===== config.mk =====
export PLATFORM = sky130hd
export DESIGN_NAME = rename_table
export DESIGN_NICKNAME = d
export VERILOG_FILES = /design/src/common/issue_pkg.sv /design/src/decode_issue/rename_table.sv
export VERILOG_INCLUDE_DIRS = /design/src /design/src/common
export SDC_FILE = /design/constraint.sdc
export NUM_CORES = 1
export LEC_CHECK = 0
export BUFFER_PORTS_ARGS = -buffer_cell sky130_fd_sc_hd__buf_2
export CORE_MARGIN = 1.5
export CORE_UTILIZATION = 40
export CTS_BUF_LIST = sky130_fd_sc_hd__clkbuf_8
export CTS_CLUSTER_DIAMETER = 150
export DETAILED_ROUTE_END_ITERATION = 10
export PLACE_DENSITY = 0.6
export SLEW_MARGIN = 20
export SYNTH_ARGS = -nofsm -noshare
export SYNTH_HDL_FRONTEND = slang
export SYNTH_SLANG_ARGS = --single-unit

===== constraint.sdc =====
create_clock -name clk -period 3.2 [get_ports clk]
set_input_delay 0.32 -clock clk [delete_from_list [all_inputs] [get_ports clk]]
set_output_delay 0.32 -clock clk [all_outputs]
set_load 0.1 [all_outputs]

===== src/common/rename_config.svh =====
// ------------------------------------------------
// Sizes for the decode and issue stage
// Include wherever register counts or widths are needed
// ------------------------------------------------

`ifndef RENAME_CONFIG_SVH
`define RENAME_CONFIG_SVH

// Architectural register count, fixed by the ISA
`define NUM_AREGS 32

// Physical register count, anything above NUM_AREGS works
`define NUM_PREGS 40

// Physical register index width
`define PREG_BITS 6

// Sequence number and data widths
`define SEQ_BITS 8
`define XLEN 32

`endif

===== src/common/issue_pkg.sv =====
// ------------------------------------------------
// Shared types for the decode and issue stage
// Import with a wildcard in the module header
// ------------------------------------------------

`default_nettype none

`include "rename_config.svh"

package issue_pkg;

  // Micro-ops handled by the two pipes
  typedef enum logic [2:0] {
    UOP_ADD,
    UOP_SUB,
    UOP_AND,
    UOP_OR,
    UOP_ADDI,
    UOP_MUL,
    UOP_INVALID
  } uop_e;

  // R-type view of an instruction word
  typedef struct packed {
    logic [6:0] funct7;
    logic [4:0] rs2;
    logic [4:0] rs1;
    logic [2:0] funct3;
    logic [4:0] rd;
    logic [6:0] opcode;
  } r_fields_t;

  // I-type view of the same word
  typedef struct packed {
    logic [11:0] imm12;
    logic [4:0]  rs1;
    logic [2:0]  funct3;
    logic [4:0]  rd;
    logic [6:0]  opcode;
  } i_fields_t;

  typedef union packed {
    r_fields_t r;
    i_fields_t i;
  } inst_word_u;

  // ------------------------------------------------
  // Packets between stages
  // ------------------------------------------------

  // From fetch, 72 bits
  typedef struct packed {
    inst_word_u             inst;
    logic [`XLEN-1:0]       pc;
    logic [`SEQ_BITS-1:0]   seq_num;
  } fetch_pkt_t;

  // To either pipe
  typedef struct packed {
    logic [`XLEN-1:0]       pc;
    logic [`XLEN-1:0]       op1;
    logic [`XLEN-1:0]       op2;
    uop_e                   uop;
    logic [4:0]             waddr;
    logic [`SEQ_BITS-1:0]   seq_num;
    logic [`PREG_BITS-1:0]  preg;
    logic [`PREG_BITS-1:0]  ppreg;
  } issue_pkt_t;

  // Completion strobe from a pipe
  typedef struct packed {
    logic                   val;
    logic                   wen;
    logic [`PREG_BITS-1:0]  preg;
    logic [`XLEN-1:0]       wdata;
    logic [`SEQ_BITS-1:0]   seq_num;
  } complete_t;

  // Commit strobe, in program order
  typedef struct packed {
    logic                   val;
    logic [`PREG_BITS-1:0]  ppreg;
  } commit_t;

endpackage

`default_nettype wire


===== src/decode_issue/rename_table.sv =====
// ------------------------------------------------
// Register map table, free list and pending bits
// Lookups are combinational, updates on clk
// ------------------------------------------------

`timescale 1ns/1ps
`default_nettype none

`include "rename_config.svh"

module rename_table
  import issue_pkg::*;
(
  input  logic                   clk,
  input  logic                   rst,

  input  logic [4:0]             alloc_areg,
  input  logic                   alloc_en,
  output logic [`PREG_BITS-1:0]  alloc_preg,
  output logic [`PREG_BITS-1:0]  alloc_ppreg,
  output logic                   alloc_rdy,

  input  logic [4:0]             lookup_areg0,
  input  logic [4:0]             lookup_areg1,
  output logic [`PREG_BITS-1:0]  lookup_preg0,
  output logic [`PREG_BITS-1:0]  lookup_preg1,
  output logic                   lookup_pending0,
  output logic                   lookup_pending1,

  input  complete_t              complete_in,
  input  commit_t                commit_in
);

  localparam int PREG_W     = `PREG_BITS;
  localparam int FREE_DEPTH = `NUM_PREGS - `NUM_AREGS;
  localparam int PTR_BITS   = (FREE_DEPTH > 1) ? $clog2(FREE_DEPTH) : 1;
  localparam int CNT_BITS   = $clog2(FREE_DEPTH + 1);

  logic [`PREG_BITS-1:0] map_table [`NUM_AREGS];
  logic [`NUM_PREGS-1:0] pending;

  // Free list storage, circular
  logic [`PREG_BITS-1:0] free_mem [FREE_DEPTH];
  logic [PTR_BITS-1:0]   head;
  logic [PTR_BITS-1:0]   tail;
  logic [CNT_BITS-1:0]   free_cnt;

  logic alloc_go;
  logic free_go;

  // Wrap at depth, which need not be a power of two
  function automatic logic [PTR_BITS-1:0] ptr_inc(input logic [PTR_BITS-1:0] p);
    ptr_inc = (p == PTR_BITS'(FREE_DEPTH - 1)) ? '0 : p + 1'b1;
  endfunction

  assign alloc_rdy   = (free_cnt != '0);
  // x0 is never renamed
  assign alloc_go    = alloc_en & alloc_rdy & (alloc_areg != 5'd0);
  assign free_go     = commit_in.val;

  assign alloc_preg  = free_mem[head];
  assign alloc_ppreg = map_table[alloc_areg];

  // Source lookups
  assign lookup_preg0    = map_table[lookup_areg0];
  assign lookup_preg1    = map_table[lookup_areg1];
  assign lookup_pending0 = pending[lookup_preg0];
  assign lookup_pending1 = pending[lookup_preg1];

  always_ff @(posedge clk) begin
    if (rst) begin
      // Identity map, spare registers on the free list
      for (int i = 0; i < `NUM_AREGS; i++) begin
        map_table[i] <= PREG_W'(i);
      end
      for (int j = 0; j < FREE_DEPTH; j++) begin
        free_mem[j] <= PREG_W'(`NUM_AREGS + j);
      end
      pending  <= '0;
      head     <= '0;
      tail     <= '0;
      free_cnt <= CNT_BITS'(FREE_DEPTH);
    end else begin
      if (alloc_go) begin
        map_table[alloc_areg] <= alloc_preg;
        head                  <= ptr_inc(head);
      end
      // Commit returns the old mapping
      if (free_go) begin
        free_mem[tail] <= commit_in.ppreg;
        tail           <= ptr_inc(tail);
      end
      free_cnt <= free_cnt + CNT_BITS'(free_go) - CNT_BITS'(alloc_go);

      // New preg is free, so never the one completing
      if (complete_in.val) pending[complete_in.preg] <= 1'b0;
      if (alloc_go) pending[alloc_preg] <= 1'b1;
    end
  end

endmodule

`default_nettype wire


# Yosys cells after proc, flatten, opt, wreduce, memory -nomap -nowiden
# Memory sizes are Yosys's and may differ from the RTL's. A register that Yosys moved wholly into a read port is not among the register bits.
# Index checks and enable logic that the tools add are counted.
# Widths: inputs -> output; s select.
# totals
mem_count	2
mem_bits_rw	240
register_bits	50
# op_classes
eq_ne	2
reduce_logical	6
n_addsub	4
magnitude_cmp	6
bitwise_logic	5
muxes	29
# memory_table
name	depth	width	rd	rd_clocked_by_memory_dff	wr	line_no	rtl
map_table	32	6	3	0	32	rename_table.sv:39	logic [`PREG_BITS-1:0] map_table [`NUM_AREGS];
free_mem	8	6	1	1	8	rename_table.sv:43	logic [`PREG_BITS-1:0] free_mem [FREE_DEPTH];
# ops
op	n
$mux 40	3
$and 40x40->40	1
$not 40->40	1
$or 40x40->40	1
$lt 6x7->1 const B	4
$mux 3	5
$mux 1	14
$bmux 1 s6	2
$demux 1 s6	2
$ge 6x1->1 const B	2
$mux 6	2
$reduce_or 6->1	2
$add 3x1->3 const B	2
$eq 3x3->1 const B	2
$mux 5	1
$reduce_bool 5->1	1
$add 4x1->4	1
$reduce_bool 4->1	1
$sub 4x1->4	1
$and 1x1->1	2
$logic_and 1x1->1	2

# Depth between registers and ports, before layout
# depth
word_depth	10
ltp_mapped	15

# Least setup slack after synthesis
# OpenSTA, ideal clock, no wires.
# synth_timing
path_kind	input -> output
from	in lookup_areg1[1]
to	out lookup_pending1
required_time_ns	2.880
path_buffers	3
cell_stages	10
setup_slack_ns	-1.775
t_arrival_ns	4.655
path_cell_list	buf_2 > buf_2 > clkbuf_1 > mux4_2 > mux4_2 > mux2_2 > or2_1 > a221oi_1 > nand2_1 > a32oi_1
# synth_between
elab_chain_cells	3
# synth_rtl
element	line_no	rtl
start: declaration	rename_table.sv:24	input logic [4:0] lookup_areg1,
$mem_v2 32x6	-	
net lookup_preg1[5]	rename_table.sv:26	output logic [`PREG_BITS-1:0] lookup_preg1,
$bmux 1 s6	rename_table.sv:68	assign lookup_pending1 = pending[lookup_preg1];
$mux 1 (implied by the code)	rename_table.sv:68	
end: declaration	rename_table.sv:28	output logic lookup_pending1,
# The timed path passes the listed nets, and every way through them passes these cells. The select of a mux whose other input is x is not followed.

==> metrics.md <==
| Metric | Value |
|---|---|
| Post-synthesis sequential area ratio | 48.6% |
| Final hold viol count | 0 |
| CTS Root Cell | clkbuf_8 |
| Clock transition at path regs | around 0.06 ns |
| CTS Buffer Depth | 3 |
| Finished layout cell area | between 20000 and 25000 um^2 |
| Detailed-router iteration count before antenna repair | 6 |
| Largest net degree at the start of global routing | 68 |
| CP Capture Type | output port |
| P per Cell Area | roughly 490 nW/um^2 |
| Unrepaired setup endpoints after global routing | true |
| Setup tns final | -1.65 ns |
| Avg WL per Cell | roughly 26 um |
| Number of synthesized flops with an enable pin | 240 |
| Max FO, Critical Path | 6 |
| Post-Syn Area per Cell | between 10 and 15 um^2 |
| GR Util All Layers | 26.1% |
| Core area | roughly 42000 um^2 |
| Clock Sinks | around 290 |
| Cells after synthesis | approximately 1400 |
| Routed Antenna Nets | 0 |
| Via/cell ratio | around 6.1 |
| Worst-Margin Slew | approximately 1.1 ns |
| DR vias | 13136 |
| Failing checks | setup timing |
| Final worst setup slack | -0.829 ns |
| Highest routed metal layer | met4 |
| Starting Density | about two fifths |
| Critical path required time | between 2 and 3 ns |
| Min-delay worst type | in2reg |
| Total power | between 10 and 15 mW |
| Worst slew margin | 25.9% |
| Routed wl met3 | approximately 6.0 mm |
| Share of cells above drive strength 1 | approximately a third |
| Dpl hpwl | roughly 42 mm |
| Number of I/O pins | 100 |
| Total Wirelength | around 56 mm |
| Non-Filler Instances | 2151 |
| Yosys warning total | 0 |
| Status | finished, violations left |
| Worst Hold Slack | ~0.05 ns |
| Worst setup path category | reg2out |
| Post-synthesis register bit count | between 200 and 300 |
| Wire length on met1 | between 20 and 25 mm |
| Initial antenna violation count | 0 |
| Num rows | 75 |
| Ys flop type | edfxtp_1 |
| Die height | 209 um |
| Fillers | roughly 3700 |
| Post-placement cell area | around 19000 um^2 |
| Setup crit start kind | flop |
| Worst Path Arrival | 3.71 ns |
| Wire length on met2 | between 20 and 30 mm |
| Iteration-0 DRC Markers | around 1900 |
| Post-route clock skew | between 0.02 and 0.025 ns |
| CTS tree | built |
| Vias in the first global route | 12798 |
| Hold buffer count at CTS | 0 |
| Maxcap violations | 0 |
| Nets | about 1700 |
| Peak supply drop | around 0.36 mV |
| Ys async rst share | 0% |
| Yosys cell types | 62 |
| Clock Latency Late Sink | roughly 0.65 ns |
| Fmax | 0.248 GHz |
| Final min period | roughly 4 ns |
| Synthesis-to-finish area growth | 20.3% |
| Final period util | 126% |
| Routability Congestion | ~0.98 |
| Fin. max-slew vios | 0 |
| H-tree depth | 2 |
| DP Cell Count | just over 2000 |
| Synth Cell Area | 17000 um^2 |
| DR DRC count | 0 |
| Chip width | between 200 and 250 um |
| Die footprint | 43800 um^2 |
| # setup viols final | 3 |
| Port Buffers | 58 |
| Global route total overflow | 0 |
| First-pass GRT wire length | between 80 and 90 mm |
| Cell leakage power | 7.06 nW |
| Total CTS buffers | 50 |
-- area by class of cell --
cell class	count	area (um^2)	area share, %
Inverter	22	95.1	0.465
Multi-Input combinational cell	970	8430	41.2
Clock inverter	39	220	1.08
Antenna cell	1	2.50	0.0122
Sequential cell	293	8270	40.4
Timing Repair Buffer	235	2060	10.1
Clock buffer	52	716	3.50
Tap cell	539	674	3.30
-- metrics by stage --
stage               util (%)  worst slack (ns)
floorplan                  -            -0.568
global placement        45.7            -0.483
detailed placement      45.7            -0.475
CTS                     48.5            -0.803
global route            48.8            -0.984
finish                  48.8            -0.829
-- path summary, 6_finish.rpt --
path	from	endpoint	slack, ns	depth (start not counted)
hold reg to reg	head[2]	flop	0.49	2
hold / removal	commit_in[6]	tail[1]	0.05	3
setup reg to reg	free_cnt[2]	map_table[1][3]	0.25	10
setup / recovery	map_table[22][0]	lookup_pending0	-0.83	12
-- worst max-delay path, cell delays in order, from the launching register on --
cell       delay (ns)
edfxtp_1         0.45
mux4_1           0.59
mux2i_1          0.16
a22o_1           0.24
a41o_4           0.20
buf_12           0.14
mux2_2           0.34
o2111ai_2        0.21
o311ai_2         0.15
a211oi_2         0.21
buf_4            0.14
a21oi_4          0.04
buf_12           0.18
-- metal layers --
metal,GRT usage [%],vias to the layer above
li1,-,5669
met1,38.5,6608
met2,39.1,761
met3,4.91,98
met4,8.22,0
met5,0,-
-- cell usage after synthesis, types with 4 or more instances --
cell	count	area (um^2)
edfxtp_1	240	7210
nand2_1	166	623
nor2_1	161	604
mux4_2	147	3310
mux2i_1	85	851
clkbuf_1	66	248
dfxtp_1	53	1060
a21oi_1	47	235
o21ai_0	43	215
nand3_1	39	195
nand2b_1	38	238
and2_1	35	219
a22oi_1	31	233
inv_1	20	75.1
or3_1	20	125
buf_2	19	95.1
or2_2	17	106
nor3_1	13	65.1
nand4_1	12	75.1
mux2_2	11	124
buf_1	10	37.5
nor4_1	10	62.6
ha_1	9	113
nor2b_1	8	50.1
a31oi_1	7	43.8
nand3b_1	7	52.6
mux4_1	6	158
a32oi_1	4	35.0
buf_6	4	45.0
nor3b_1	4	30.0
o2111ai_1	4	35.0
-- cell families (layout without fill, tap and decap cells) --
| group | count (synthesis) | after routing | share of synthesized area (%) |
|---|---|---|---|
| adder cells (fa/ha/maj) | 10 | 10 | 0.780 |
| flip-flops | 293 | 293 | 48.6 |
| other | 1 | 7 | 0.0220 |
| multiplexers | 251 | 251 | 26.4 |
| AND/OR/NAND/NOR | 544 | 544 | 15.0 |
| XOR/XNOR | 2 | 2 | 0.103 |
| AO/OA/AOI/OAI | 157 | 157 | 5.71 |
| buffers and inverters | 126 | 348 | 3.35 |
-- layout by cell type, fill, tap and decap left out, types with 26 or more instances in the layout --
master / count
clkbuf_8: 52
mux2i_1: 78
a21oi_1: 47
nand3_1: 38
dfxtp_1: 52
nand2_1: 166
o21ai_0: 41
nor2_1: 160
mux4_2: 149
and2_1: 34
edfxtp_1: 240
buf_4: 149
inv_1: 38
nand2b_1: 38
a22oi_1: 31
buf_12: 26
buf_2: 43
-- what timing repair did --
item                                    in CTS  in global routing
endpoints found under the setup margin      13                 13
pin swaps                                    5                  9
setup buffers                                7                  3
resized for setup                           43                 27
cloned                                       1                  0
-- sequential cells by signal, summed over array words and instances, names as in the netlist, named ones only --
signal	count
head	3
tail	3
map_table	192
free_mem	48
pending	40
free_cnt	4
-- power breakdown --
| part | total, mW | switching, mW | internal [mW] |
|---|---|---|---|
| combinational | 2.51 | 1.60 | 0.912 |
| clock | 3.23 | 1.62 | 1.61 |
| sequential | 4.36 | 0.116 | 4.25 |
| total | 10.1 | 3.33 | 6.77 |
(Power assumes the default switching activity.)
