--- src/common/rename_config.svh ---
// ------------------------------------------------
// Sizes for the decode and issue stage
// Include wherever register counts or widths are needed
// ------------------------------------------------

`ifndef RENAME_CONFIG_SVH
`define RENAME_CONFIG_SVH

// Architectural register count, fixed by the ISA
`define NUM_AREGS 32

// Physical register count, anything above NUM_AREGS works
`define NUM_PREGS 40

// Physical register index width
`define PREG_BITS 6

// Sequence number and data widths
`define SEQ_BITS 8
`define XLEN 32

`endif
--- src/common/issue_pkg.sv ---
// ------------------------------------------------
// Shared types for the decode and issue stage
// Import with a wildcard in the module header
// ------------------------------------------------

`default_nettype none

`include "rename_config.svh"

package issue_pkg;

  // Micro-ops handled by the two pipes
  typedef enum logic [2:0] {
    UOP_ADD,
    UOP_SUB,
    UOP_AND,
    UOP_OR,
    UOP_ADDI,
    UOP_MUL,
    UOP_INVALID
  } uop_e;

  // R-type view of an instruction word
  typedef struct packed {
    logic [6:0] funct7;
    logic [4:0] rs2;
    logic [4:0] rs1;
    logic [2:0] funct3;
    logic [4:0] rd;
    logic [6:0] opcode;
  } r_fields_t;

  // I-type view of the same word
  typedef struct packed {
    logic [11:0] imm12;
    logic [4:0]  rs1;
    logic [2:0]  funct3;
    logic [4:0]  rd;
    logic [6:0]  opcode;
  } i_fields_t;

  typedef union packed {
    r_fields_t r;
    i_fields_t i;
  } inst_word_u;

  // ------------------------------------------------
  // Packets between stages
  // ------------------------------------------------

  // From fetch, 72 bits
  typedef struct packed {
    inst_word_u             inst;
    logic [`XLEN-1:0]       pc;
    logic [`SEQ_BITS-1:0]   seq_num;
  } fetch_pkt_t;

  // To either pipe
  typedef struct packed {
    logic [`XLEN-1:0]       pc;
    logic [`XLEN-1:0]       op1;
    logic [`XLEN-1:0]       op2;
    uop_e                   uop;
    logic [4:0]             waddr;
    logic [`SEQ_BITS-1:0]   seq_num;
    logic [`PREG_BITS-1:0]  preg;
    logic [`PREG_BITS-1:0]  ppreg;
  } issue_pkt_t;

  // Completion strobe from a pipe
  typedef struct packed {
    logic                   val;
    logic                   wen;
    logic [`PREG_BITS-1:0]  preg;
    logic [`XLEN-1:0]       wdata;
    logic [`SEQ_BITS-1:0]   seq_num;
  } complete_t;

  // Commit strobe, in program order
  typedef struct packed {
    logic                   val;
    logic [`PREG_BITS-1:0]  ppreg;
  } commit_t;

endpackage

`default_nettype wire

--- src/verilog/inst_decoder.sv ---
// ------------------------------------------------
// Combinational decoder for the ALU and mul subset
// Also produces the sign-extended I-type immediate
// ------------------------------------------------

`timescale 1ns/1ps
`default_nettype none

`include "rename_config.svh"

module inst_decoder
  import issue_pkg::*;
(
  input  inst_word_u        inst,
  output logic              dec_val,
  output uop_e              uop,
  output logic [4:0]        raddr0,
  output logic [4:0]        raddr1,
  output logic [4:0]        waddr,
  output logic              wen,
  output logic              op2_sel,
  output logic [`XLEN-1:0]  imm
);

  // Major opcodes
  localparam logic [6:0] OPC_OP     = 7'b0110011;
  localparam logic [6:0] OPC_OP_IMM = 7'b0010011;

  // funct7 values for the R-type group
  localparam logic [6:0] F7_BASE = 7'b0000000;
  localparam logic [6:0] F7_ALT  = 7'b0100000;
  localparam logic [6:0] F7_MUL  = 7'b0000001;

  always_comb begin
    // Defaults describe an invalid word
    dec_val = 1'b0;
    uop     = UOP_INVALID;
    raddr0  = 5'd0;
    raddr1  = 5'd0;
    waddr   = 5'd0;
    wen     = 1'b0;
    op2_sel = 1'b0;
    imm     = '0;

    case (inst.r.opcode)
      OPC_OP: begin
        // R-type view
        if (inst.r.funct7 == F7_BASE && inst.r.funct3 == 3'b000) uop = UOP_ADD;
        if (inst.r.funct7 == F7_ALT  && inst.r.funct3 == 3'b000) uop = UOP_SUB;
        if (inst.r.funct7 == F7_BASE && inst.r.funct3 == 3'b111) uop = UOP_AND;
        if (inst.r.funct7 == F7_BASE && inst.r.funct3 == 3'b110) uop = UOP_OR;
        if (inst.r.funct7 == F7_MUL  && inst.r.funct3 == 3'b000) uop = UOP_MUL;
        if (uop != UOP_INVALID) begin
          dec_val = 1'b1;
          raddr0  = inst.r.rs1;
          raddr1  = inst.r.rs2;
          waddr   = inst.r.rd;
          wen     = 1'b1;
        end
      end
      OPC_OP_IMM: begin
        // I-type view, only addi; rs2 slot left at x0 so it never stalls
        if (inst.i.funct3 == 3'b000) begin
          dec_val = 1'b1;
          uop     = UOP_ADDI;
          raddr0  = inst.i.rs1;
          waddr   = inst.i.rd;
          wen     = 1'b1;
          op2_sel = 1'b1;
          imm     = {{(`XLEN-12){inst.i.imm12[11]}}, inst.i.imm12};
        end
      end
      default: begin
        // Unknown opcode, defaults stand
        dec_val = 1'b0;
      end
    endcase
  end

endmodule

`default_nettype wire

--- config.mk ---
export PLATFORM = sky130hd
export DESIGN_NAME = inst_decoder
export DESIGN_NICKNAME = d
export VERILOG_FILES = /design/src/common/issue_pkg.sv /design/src/verilog/inst_decoder.sv
export VERILOG_INCLUDE_DIRS = /design/src /design/src/common
export SDC_FILE = /design/constraint.sdc
export NUM_CORES = 1
export LEC_CHECK = 0
export ABC_AREA = 1
export BUFFER_PORTS_ARGS = -buffer_cell sky130_fd_sc_hd__buf_2
export CAP_MARGIN = 20
export CORE_ASPECT_RATIO = 0.7
export CORE_MARGIN = 2
export CORE_UTILIZATION = 37
export DETAILED_ROUTE_END_ITERATION = 8
export PLACE_DENSITY = 0.9
export SLEW_MARGIN = 20
export SYNTH_ARGS = -nofsm -noshare
export SYNTH_HDL_FRONTEND = slang
export SYNTH_SLANG_ARGS = --single-unit
--- constraint.sdc ---
create_clock -name vclk -period 4.2
set_input_delay 0.21 -clock vclk [all_inputs]
set_output_delay 0.21 -clock vclk [all_outputs]
set_load 0.005 [all_outputs]
After elaboration in Yosys (flattened, before gate mapping)

Index checks and enable logic that the tools add are counted.

Equal/unequal tests: 7
Mux-type cells: 22
Reduce and logical (&&, ||, !) cells: 7

Operators by type and width:

| kind                                                            | number |
|---|---|
| 32-bit 2-to-1 mux                                               | 2 |
| 5-bit 2-to-1 mux                                                | 6 |
| 5-bit one-hot mux with 2 select lines                           | 2 |
| 3-bit 2-to-1 mux                                                | 6 |
| 7-bit by 6-bit == test with 1-bit output, second input constant | 2 |
| 7-bit by 1-bit == test with 1-bit output, second input constant | 1 |
| 7-bit by 5-bit == test with 1-bit output, second input constant | 1 |
| 7-bit logical NOT                                               | 1 |
| 3-bit == test, second input constant                            | 2 |
| 3-bit one-hot mux with 2 select lines                           | 1 |
| 1-bit logical AND                                               | 5 |
| 3-bit logical NOT                                               | 1 |
| 1-bit 2-to-1 mux                                                | 3 |
| 3-bit != test, second input constant                            | 1 |
| 2-bit 2-to-1 mux                                                | 1 |
| 1-bit one-hot mux with 2 select lines                           | 1 |

Bits in registers: 0
Input bits: 32
Output and inout port bits: 53
Word-level logic and storage cells: 36

Depth between registers and ports, before layout

Gate-level depths: netlist of the first run.

Depth in word-level cells: 11
Depth in mapped cells: 11
Mapped depth without buffers: 10

Worst setup path before layout of the first run

OpenSTA, ideal clock, no wires.

Kind: in2out
Start point: in inst[2] in the netlist's numbering
End point: out imm[12]
Arrival: 1,611 ps
Data required time: 3,990 ps
Setup slack: 2,379 ps
Stages: 6
Buffers on the path: 1
Cell sequence: inv_1 -> nand2_2 -> nor2_1 -> nand4_1 -> nor2_1 -> buf_4

Longest elaborated chain between the ends: 2

Ends and longest elaborated chain:

| element                                  | RTL line           | RTL |
|---|---|---|
| start: declaration                       | inst_decoder.sv:14 | `input inst_word_u inst,` |
| 7-bit by 5-bit == test with 1-bit output | inst_decoder.sv:45 | `case (inst.r.opcode)` |
| 32-bit 2-to-1 mux                        | inst_decoder.sv:45 |  |
| end: declaration                         | inst_decoder.sv:22 | `` output logic [`XLEN-1:0] imm `` |

Every way passes these cells.

Final worst setup path of the first run

Start point: in inst[12] in the netlist's numbering
End point: out imm[16]

Longest elaborated chain between the ends: 3

Ends and longest elaborated chain:

| element           | RTL line           | RTL |
|---|---|---|
| 3-bit logical NOT | inst_decoder.sv:63 | `if (inst.i.funct3 == 3'b000) begin` |
| 32-bit 2-to-1 mux | inst_decoder.sv:63 |  |
| 32-bit 2-to-1 mux | inst_decoder.sv:45 |  |

Every way passes these cells.

==> flow_metrics.env, run 1 <==
export IMPL_worst_pin_slew_ns=0.811
export IMPL_nClkBuffers=0
export IMPL_synth_nets=167
export IMPL_synth_top_area_share_pct=22.7
export IMPL_slew_viol_final=0
export IMPL_fill_cells=209
export IMPL_antenna_found_initial=0
export IMPL_synth_xor_area_share_pct=0
export IMPL_cts_hold_fix_buffers=0
export IMPL_final_setup_viol_count=0
export IMPL_grt_overflow_total=0
export IMPL_p_switching_uw=17.0
export IMPL_post_cts_buffers=0
export IMPL_area_sequential_um2=0
export IMPL_synth_cell_type_count=17
export IMPL_postCtsResizedCells=0
export IMPL_dieArea_um2=2250
export IMPL_diodes=0
export IMPL_ios=85
export IMPL_cp_required_ns=3.99
export IMPL_port_buffers=85
export IMPL_area_growth_pct=40.3
export IMPL_max_stage_delay_ns=0.81
export IMPL_grt_max_degree=22
export IMPL_multi_input_area_um2=358
export IMPL_vias_per_cell=4.03
export IMPL_grt_pass1_wl_um=2350
export IMPL_seq_cells=0
export IMPL_rows=13
export IMPL_path_class="in2out"
export IMPL_critPathSlowestCell="nor2_1"
export IMPL_start_kind="primary input"
export IMPL_max_cap_viol_count=0
export IMPL_p_leak_uw=0.000861
export IMPL_crit_path_max_fanout=21
export IMPL_layout_drive_gt1_share_pct=61.4
export IMPL_power_density_nw_per_um2=33.4
export IMPL_hold_viol_final=0
export IMPL_grt_pass1_vias=556
export IMPL_seq_power_share_pct=0
export IMPL_nNetsFinal=231
export IMPL_routabilityCongestion=0.687
export IMPL_dieWidth_um=55.8
export IMPL_synth_area_leaders="buf_4 (23%), inv_1 (15%), nand2_2 (13%), nor2_1 (12%), inv_2 (8.6%)"
export IMPL_firstDrtPassIters=4
export IMPL_post_synth_fa_ha_maj_area_fraction_pct=0
export IMPL_start_util_pct=38.2
export IMPL_synth_cells=135
export IMPL_max_freq_mhz=439
export IMPL_swShare_pct=52.1
export IMPL_drt_iter0_drc=11
export IMPL_hold_class="in2out"
export IMPL_critical_path_top_delay_family="simple AND/OR/NAND/NOR gates"
export IMPL_p_clk_share_pct=0
export IMPL_period_needed_ns=2.28
export IMPL_timing_final_crit_share_pct=54.3
export IMPL_synthMuxAreaShare_pct=0
export IMPL_cp_end_kind="primary output"
export IMPL_cp_cell_sequence="buf_2 > inv_1 > nand2_2 > nor2_4 > nand4_1 > nor2_1 > buf_2"
export IMPL_rsz0062_at_grt="false"
export IMPL_synth_top_family_by_area="simple AND/OR/NAND/NOR gates"
export IMPL_yosysTopAreaCell="buf_4"
export IMPL_core_area_um2=1820
export IMPL_die_h_um=40.3
export IMPL_grt_util_all_layers_pct=12.5
export IMPL_hold_worst_slack_ns=0.672
export IMPL_cpMostUsedCell="buf_2"
export IMPL_drcViolationCount=0
export IMPL_irDropWorstVdd_uv=19.8
export IMPL_worst_ep_arrival_time_ns=2.07
export IMPL_yosysWarnings=0
export IMPL_p_int_uw=15.6
export IMPL_status="finished clean"
export IMPL_vias=882
export IMPL_relSlewSlack_pct=45.8
export IMPL_tns_ns=0
export IMPL_synthSimpleGateAreaFrac_pct=50.4
export IMPL_ant_nets=0
export IMPL_p_comb_share_pct=100.0
export IMPL_wire_per_inst_um=7.78
export IMPL_synth_compound_area_share_pct=1.08
export IMPL_hpwl_um=1550
export IMPL_avgSynthCellArea_um2=5.15
export IMPL_seq_area_frac_synth_pct=0
export IMPL_drt_total_wl_um=1700
export IMPL_path_buf_inv=3
export IMPL_synthesis_area_um2=696
[routing by layer]
layer / track usage, % / part of all wire [%]
met1: 18.0 / 41
met5: 0 / 0
met2: 21.7 / 51
met4: 0 / 0
met3: 1.29 / 8.1
[final timing paths]
path | cells past startpoint | from | end
setup / recovery | 7 | inst[12] | imm[16]
hold / removal | 4 | inst[11] | waddr[4]
[power groups by stage]
stage	clock, uW	sequential [uW]	combinational [uW]
2_1_floorplan	0	0	14.5
3_3_place_gp	0	0	31.9
3_5_place_dp	0	0	32.8
4_1_cts	0	0	32.9
5_1_grt	0	0	36.7
6_report	0	0	32.6
[worst min-delay path, stage by stage]
cell and delay [ns]:
buf_2 0.08, nand2_2 0.05, inv_2 0.03, buf_2 0.09
[logic make-up (layout without fill, tap and decap cells)]
| kind of cell | count (synthesis) | count (layout) |
|---|---|---|
| simple gates | 67 | 67 |
| buf+inv | 67 | 129 |
| compound gates | 1 | 1 |
[Yosys cell counts]
master     n
inv_1     28
nor2_1    23
buf_4     21
inv_2     16
nand2_1   14
nand2_2   14
nand3_1    7
nand4_1    2
nor2_4     2
buf_6      1
clkbuf_1   1
nand2_4    1
nand3b_1   1
nand4_2    1
nor2_2     1
nor3_4     1
o21a_1     1
[placed cells by master, fill, tap and decap left out]
cell type / synthesis / layout
nand2_2: 14 / 14
nor2_1: 23 / 23
nor3_4: 1 / 1
buf_2: 0 / 85
nor2_2: 1 / 1
inv_1: 28 / 28
nand3b_1: 1 / 1
inv_2: 16 / 16
o21a_1: 1 / 1
nand2_1: 14 / 14
nand4_2: 1 / 1
nand4_1: 2 / 2
nor2_4: 2 / 2
nand2_4: 1 / 1
nand3_1: 7 / 7
[per-stage QoR]
step	utilization [%]	area, um2	power [uW]	setup WS, ns	std cells
after floorplan	-	696	14.5	2.38	135
after global placement	53.6	976	31.9	1.91	219
after detailed placement	53.6	976	32.8	1.85	219
after CTS	53.6	976	32.9	1.84	219
after global routing	53.6	976	36.7	1.60	219
final	53.6	976	32.6	1.92	219
[cell type report]
type,count,area share [%]
repair buffers,85,43.6
multi-input cells,68,36.7
inverters,44,16.9
well taps,22,2.82
Note: power is estimated with default switching activity, not from simulation.
==> run 2: changes to the inputs <==
- ABC_AREA: 1 -> 0
- CORE_UTILIZATION: 37 -> 27
- PLACE_DENSITY: 0.9 -> 0.8
- clock period: 4.2 -> 1.9 ns (I/O delays scaled with it)
==> flow_metrics.env, run 2 <==
export IMPL_status="finished clean"
export IMPL_max_freq_mhz=636
export IMPL_nNetsFinal=174
export IMPL_worst_ep_arrival_time_ns=1.48
export IMPL_relSlewSlack_pct=68.4
export IMPL_p_comb_share_pct=100.0
export IMPL_avgSynthCellArea_um2=7.05
export IMPL_firstDrtPassIters=3
export IMPL_drcViolationCount=0
export IMPL_startpoint="inst[3]"
export IMPL_ant_nets=0
export IMPL_drt_total_wl_um=1660
export IMPL_start_kind="primary input"
export IMPL_postCtsResizedCells=0
export IMPL_synth_nets=109
export IMPL_period_needed_ns=1.57
export IMPL_setup_worst_path_end="imm[19]"
export IMPL_worst_pin_slew_ns=0.474
export IMPL_p_leak_uw=0.000609
export IMPL_hold_viol_final=0
export IMPL_antenna_found_initial=0
export IMPL_layout_drive_gt1_share_pct=66.4
export IMPL_synth_top_area_share_pct=30.4
export IMPL_seq_power_share_pct=0
export IMPL_rows=13
export IMPL_placed_area_um2=836
export IMPL_p_clk_share_pct=0
export IMPL_grt_overflow_total=0
export IMPL_hold_class="in2out"
export IMPL_dieArea_um2=2390
export IMPL_crit_path_max_fanout=21
export IMPL_p_int_uw=33.1
export IMPL_min_from="inst[18]"
export IMPL_grt_util_all_layers_pct=12.5
export IMPL_core_area_um2=1870
export IMPL_tns_ns=0
export IMPL_hpwl_um=1460
export IMPL_start_util_pct=29.0
export IMPL_synthesis_area_um2=543
export IMPL_fin_cells=162
export IMPL_vias=703
export IMPL_grt_max_degree=22
export IMPL_dieWidth_um=57.6
export IMPL_post_cts_buffers=0
export IMPL_rsz0062_at_grt="false"
export IMPL_seq_cells=0
export IMPL_synth_cell_type_count=25
export IMPL_cp_required_ns=1.80
export IMPL_seq_area_frac_synth_pct=0
export IMPL_routabilityCongestion=0.746
export IMPL_ios=85
export IMPL_cts_hold_fix_buffers=0
export IMPL_slew_viol_final=0
export IMPL_max_cap_viol_count=0
export IMPL_grt_pass1_vias=608
export IMPL_diodes=0
export IMPL_area_growth_pct=53.9
export IMPL_timing_final_crit_share_pct=82.8
export IMPL_synth_most_common_cell="buf_4"
export IMPL_vias_per_cell=4.34
export IMPL_drt_iter0_drc=11
export IMPL_synth_cells=77
export IMPL_yosysTopAreaCell="buf_4"
export IMPL_nClkBuffers=0
export IMPL_final_setup_viol_count=0
export IMPL_synth_area_leaders="buf_4 (30%), and2_1 (18%), and3_1 (9.2%), o21a_1 (5.5%), nor4_4 (3.9%)"
export IMPL_swShare_pct=44.6
export IMPL_yosysWarnings=0
export IMPL_path_class="in2out"
export IMPL_final_common_cell="buf_2"
export IMPL_cp_end_kind="primary output"
export IMPL_port_buffers=85
export IMPL_numPlacedInstances=162
export IMPL_final_cell_mix="buf_2 (85), and2_1 (16), and3_1 (8)"
export IMPL_power_density_nw_per_um2=71.6
export IMPL_final_area_um2=836
export IMPL_netlist_top_cells_count="buf_4 (22), and2_1 (16), and3_1 (8)"
export IMPL_p_switching_uw=26.7
export IMPL_die_h_um=41.5
export IMPL_grt_pass1_wl_um=2530
export IMPL_wire_per_inst_um=10.3
export IMPL_area_sequential_um2=0
export IMPL_irDropWorstVdd_uv=52.7
## run 2: worst min path at each step
stage                      endpoint  slack [ns]  cells after the start
after floorplan              uop[2]        0.25                      1
after global placement    raddr0[2]        0.46                      3
after detailed placement  raddr0[3]        0.46                      3
after CTS                 raddr0[3]        0.46                      3
after global routing      raddr0[3]        0.47                      3
final                     raddr0[3]        0.46                      3
## run 2: critical path: stages
cell     delay [ns]
buf_2          0.09
nor4b_1        0.26
and3_1         0.21
and3_1         0.17
and2_1         0.43
buf_2          0.21
## run 2: power groups by stage
stage                     clock [uW]  sequential (uW)  combinational, uW
after floorplan                    0                0               16.2
after global placement             0                0               57.2
after detailed placement           0                0               60.0
after CTS                          0                0               60.1
after global routing               0                0               66.5
final                              0                0               59.8
## run 2: cells by family after synthesis
kind of cell	Yosys count	share of synthesized area, %
simple gates	42	50.0
compound gates	9	15.4
buf+inv	25	32.9
xor+xnor	1	1.61
## run 2: cell type report
cell class                 count  area [um2]
inverter                       1        3.75
tap                           22        27.5
fill                         185        1030
timing repair buffer          87         440
multi-input combinational     52         364
## run 2: per-stage QoR
stage                     utilization [%]  power, uW  setup slack (ns)  hold WS, ns
after floorplan                         -       16.2             0.340        0.249
after global placement               44.7       57.2             0.371        0.456
after detailed placement             44.7       60.0             0.311        0.460
after CTS                            44.7       60.1             0.307        0.463
after global routing                 44.7       66.5            0.0936        0.469
final                                44.7       59.8             0.327        0.461
## run 2: routing by layer
metal	up-vias	global-route usage (%)	share of wire [%]
met5	-	0	0
met4	0	0	0
met3	0	0.312	7.9
met2	36	25.7	52
met1	301	14.8	40
li1	366	-	-
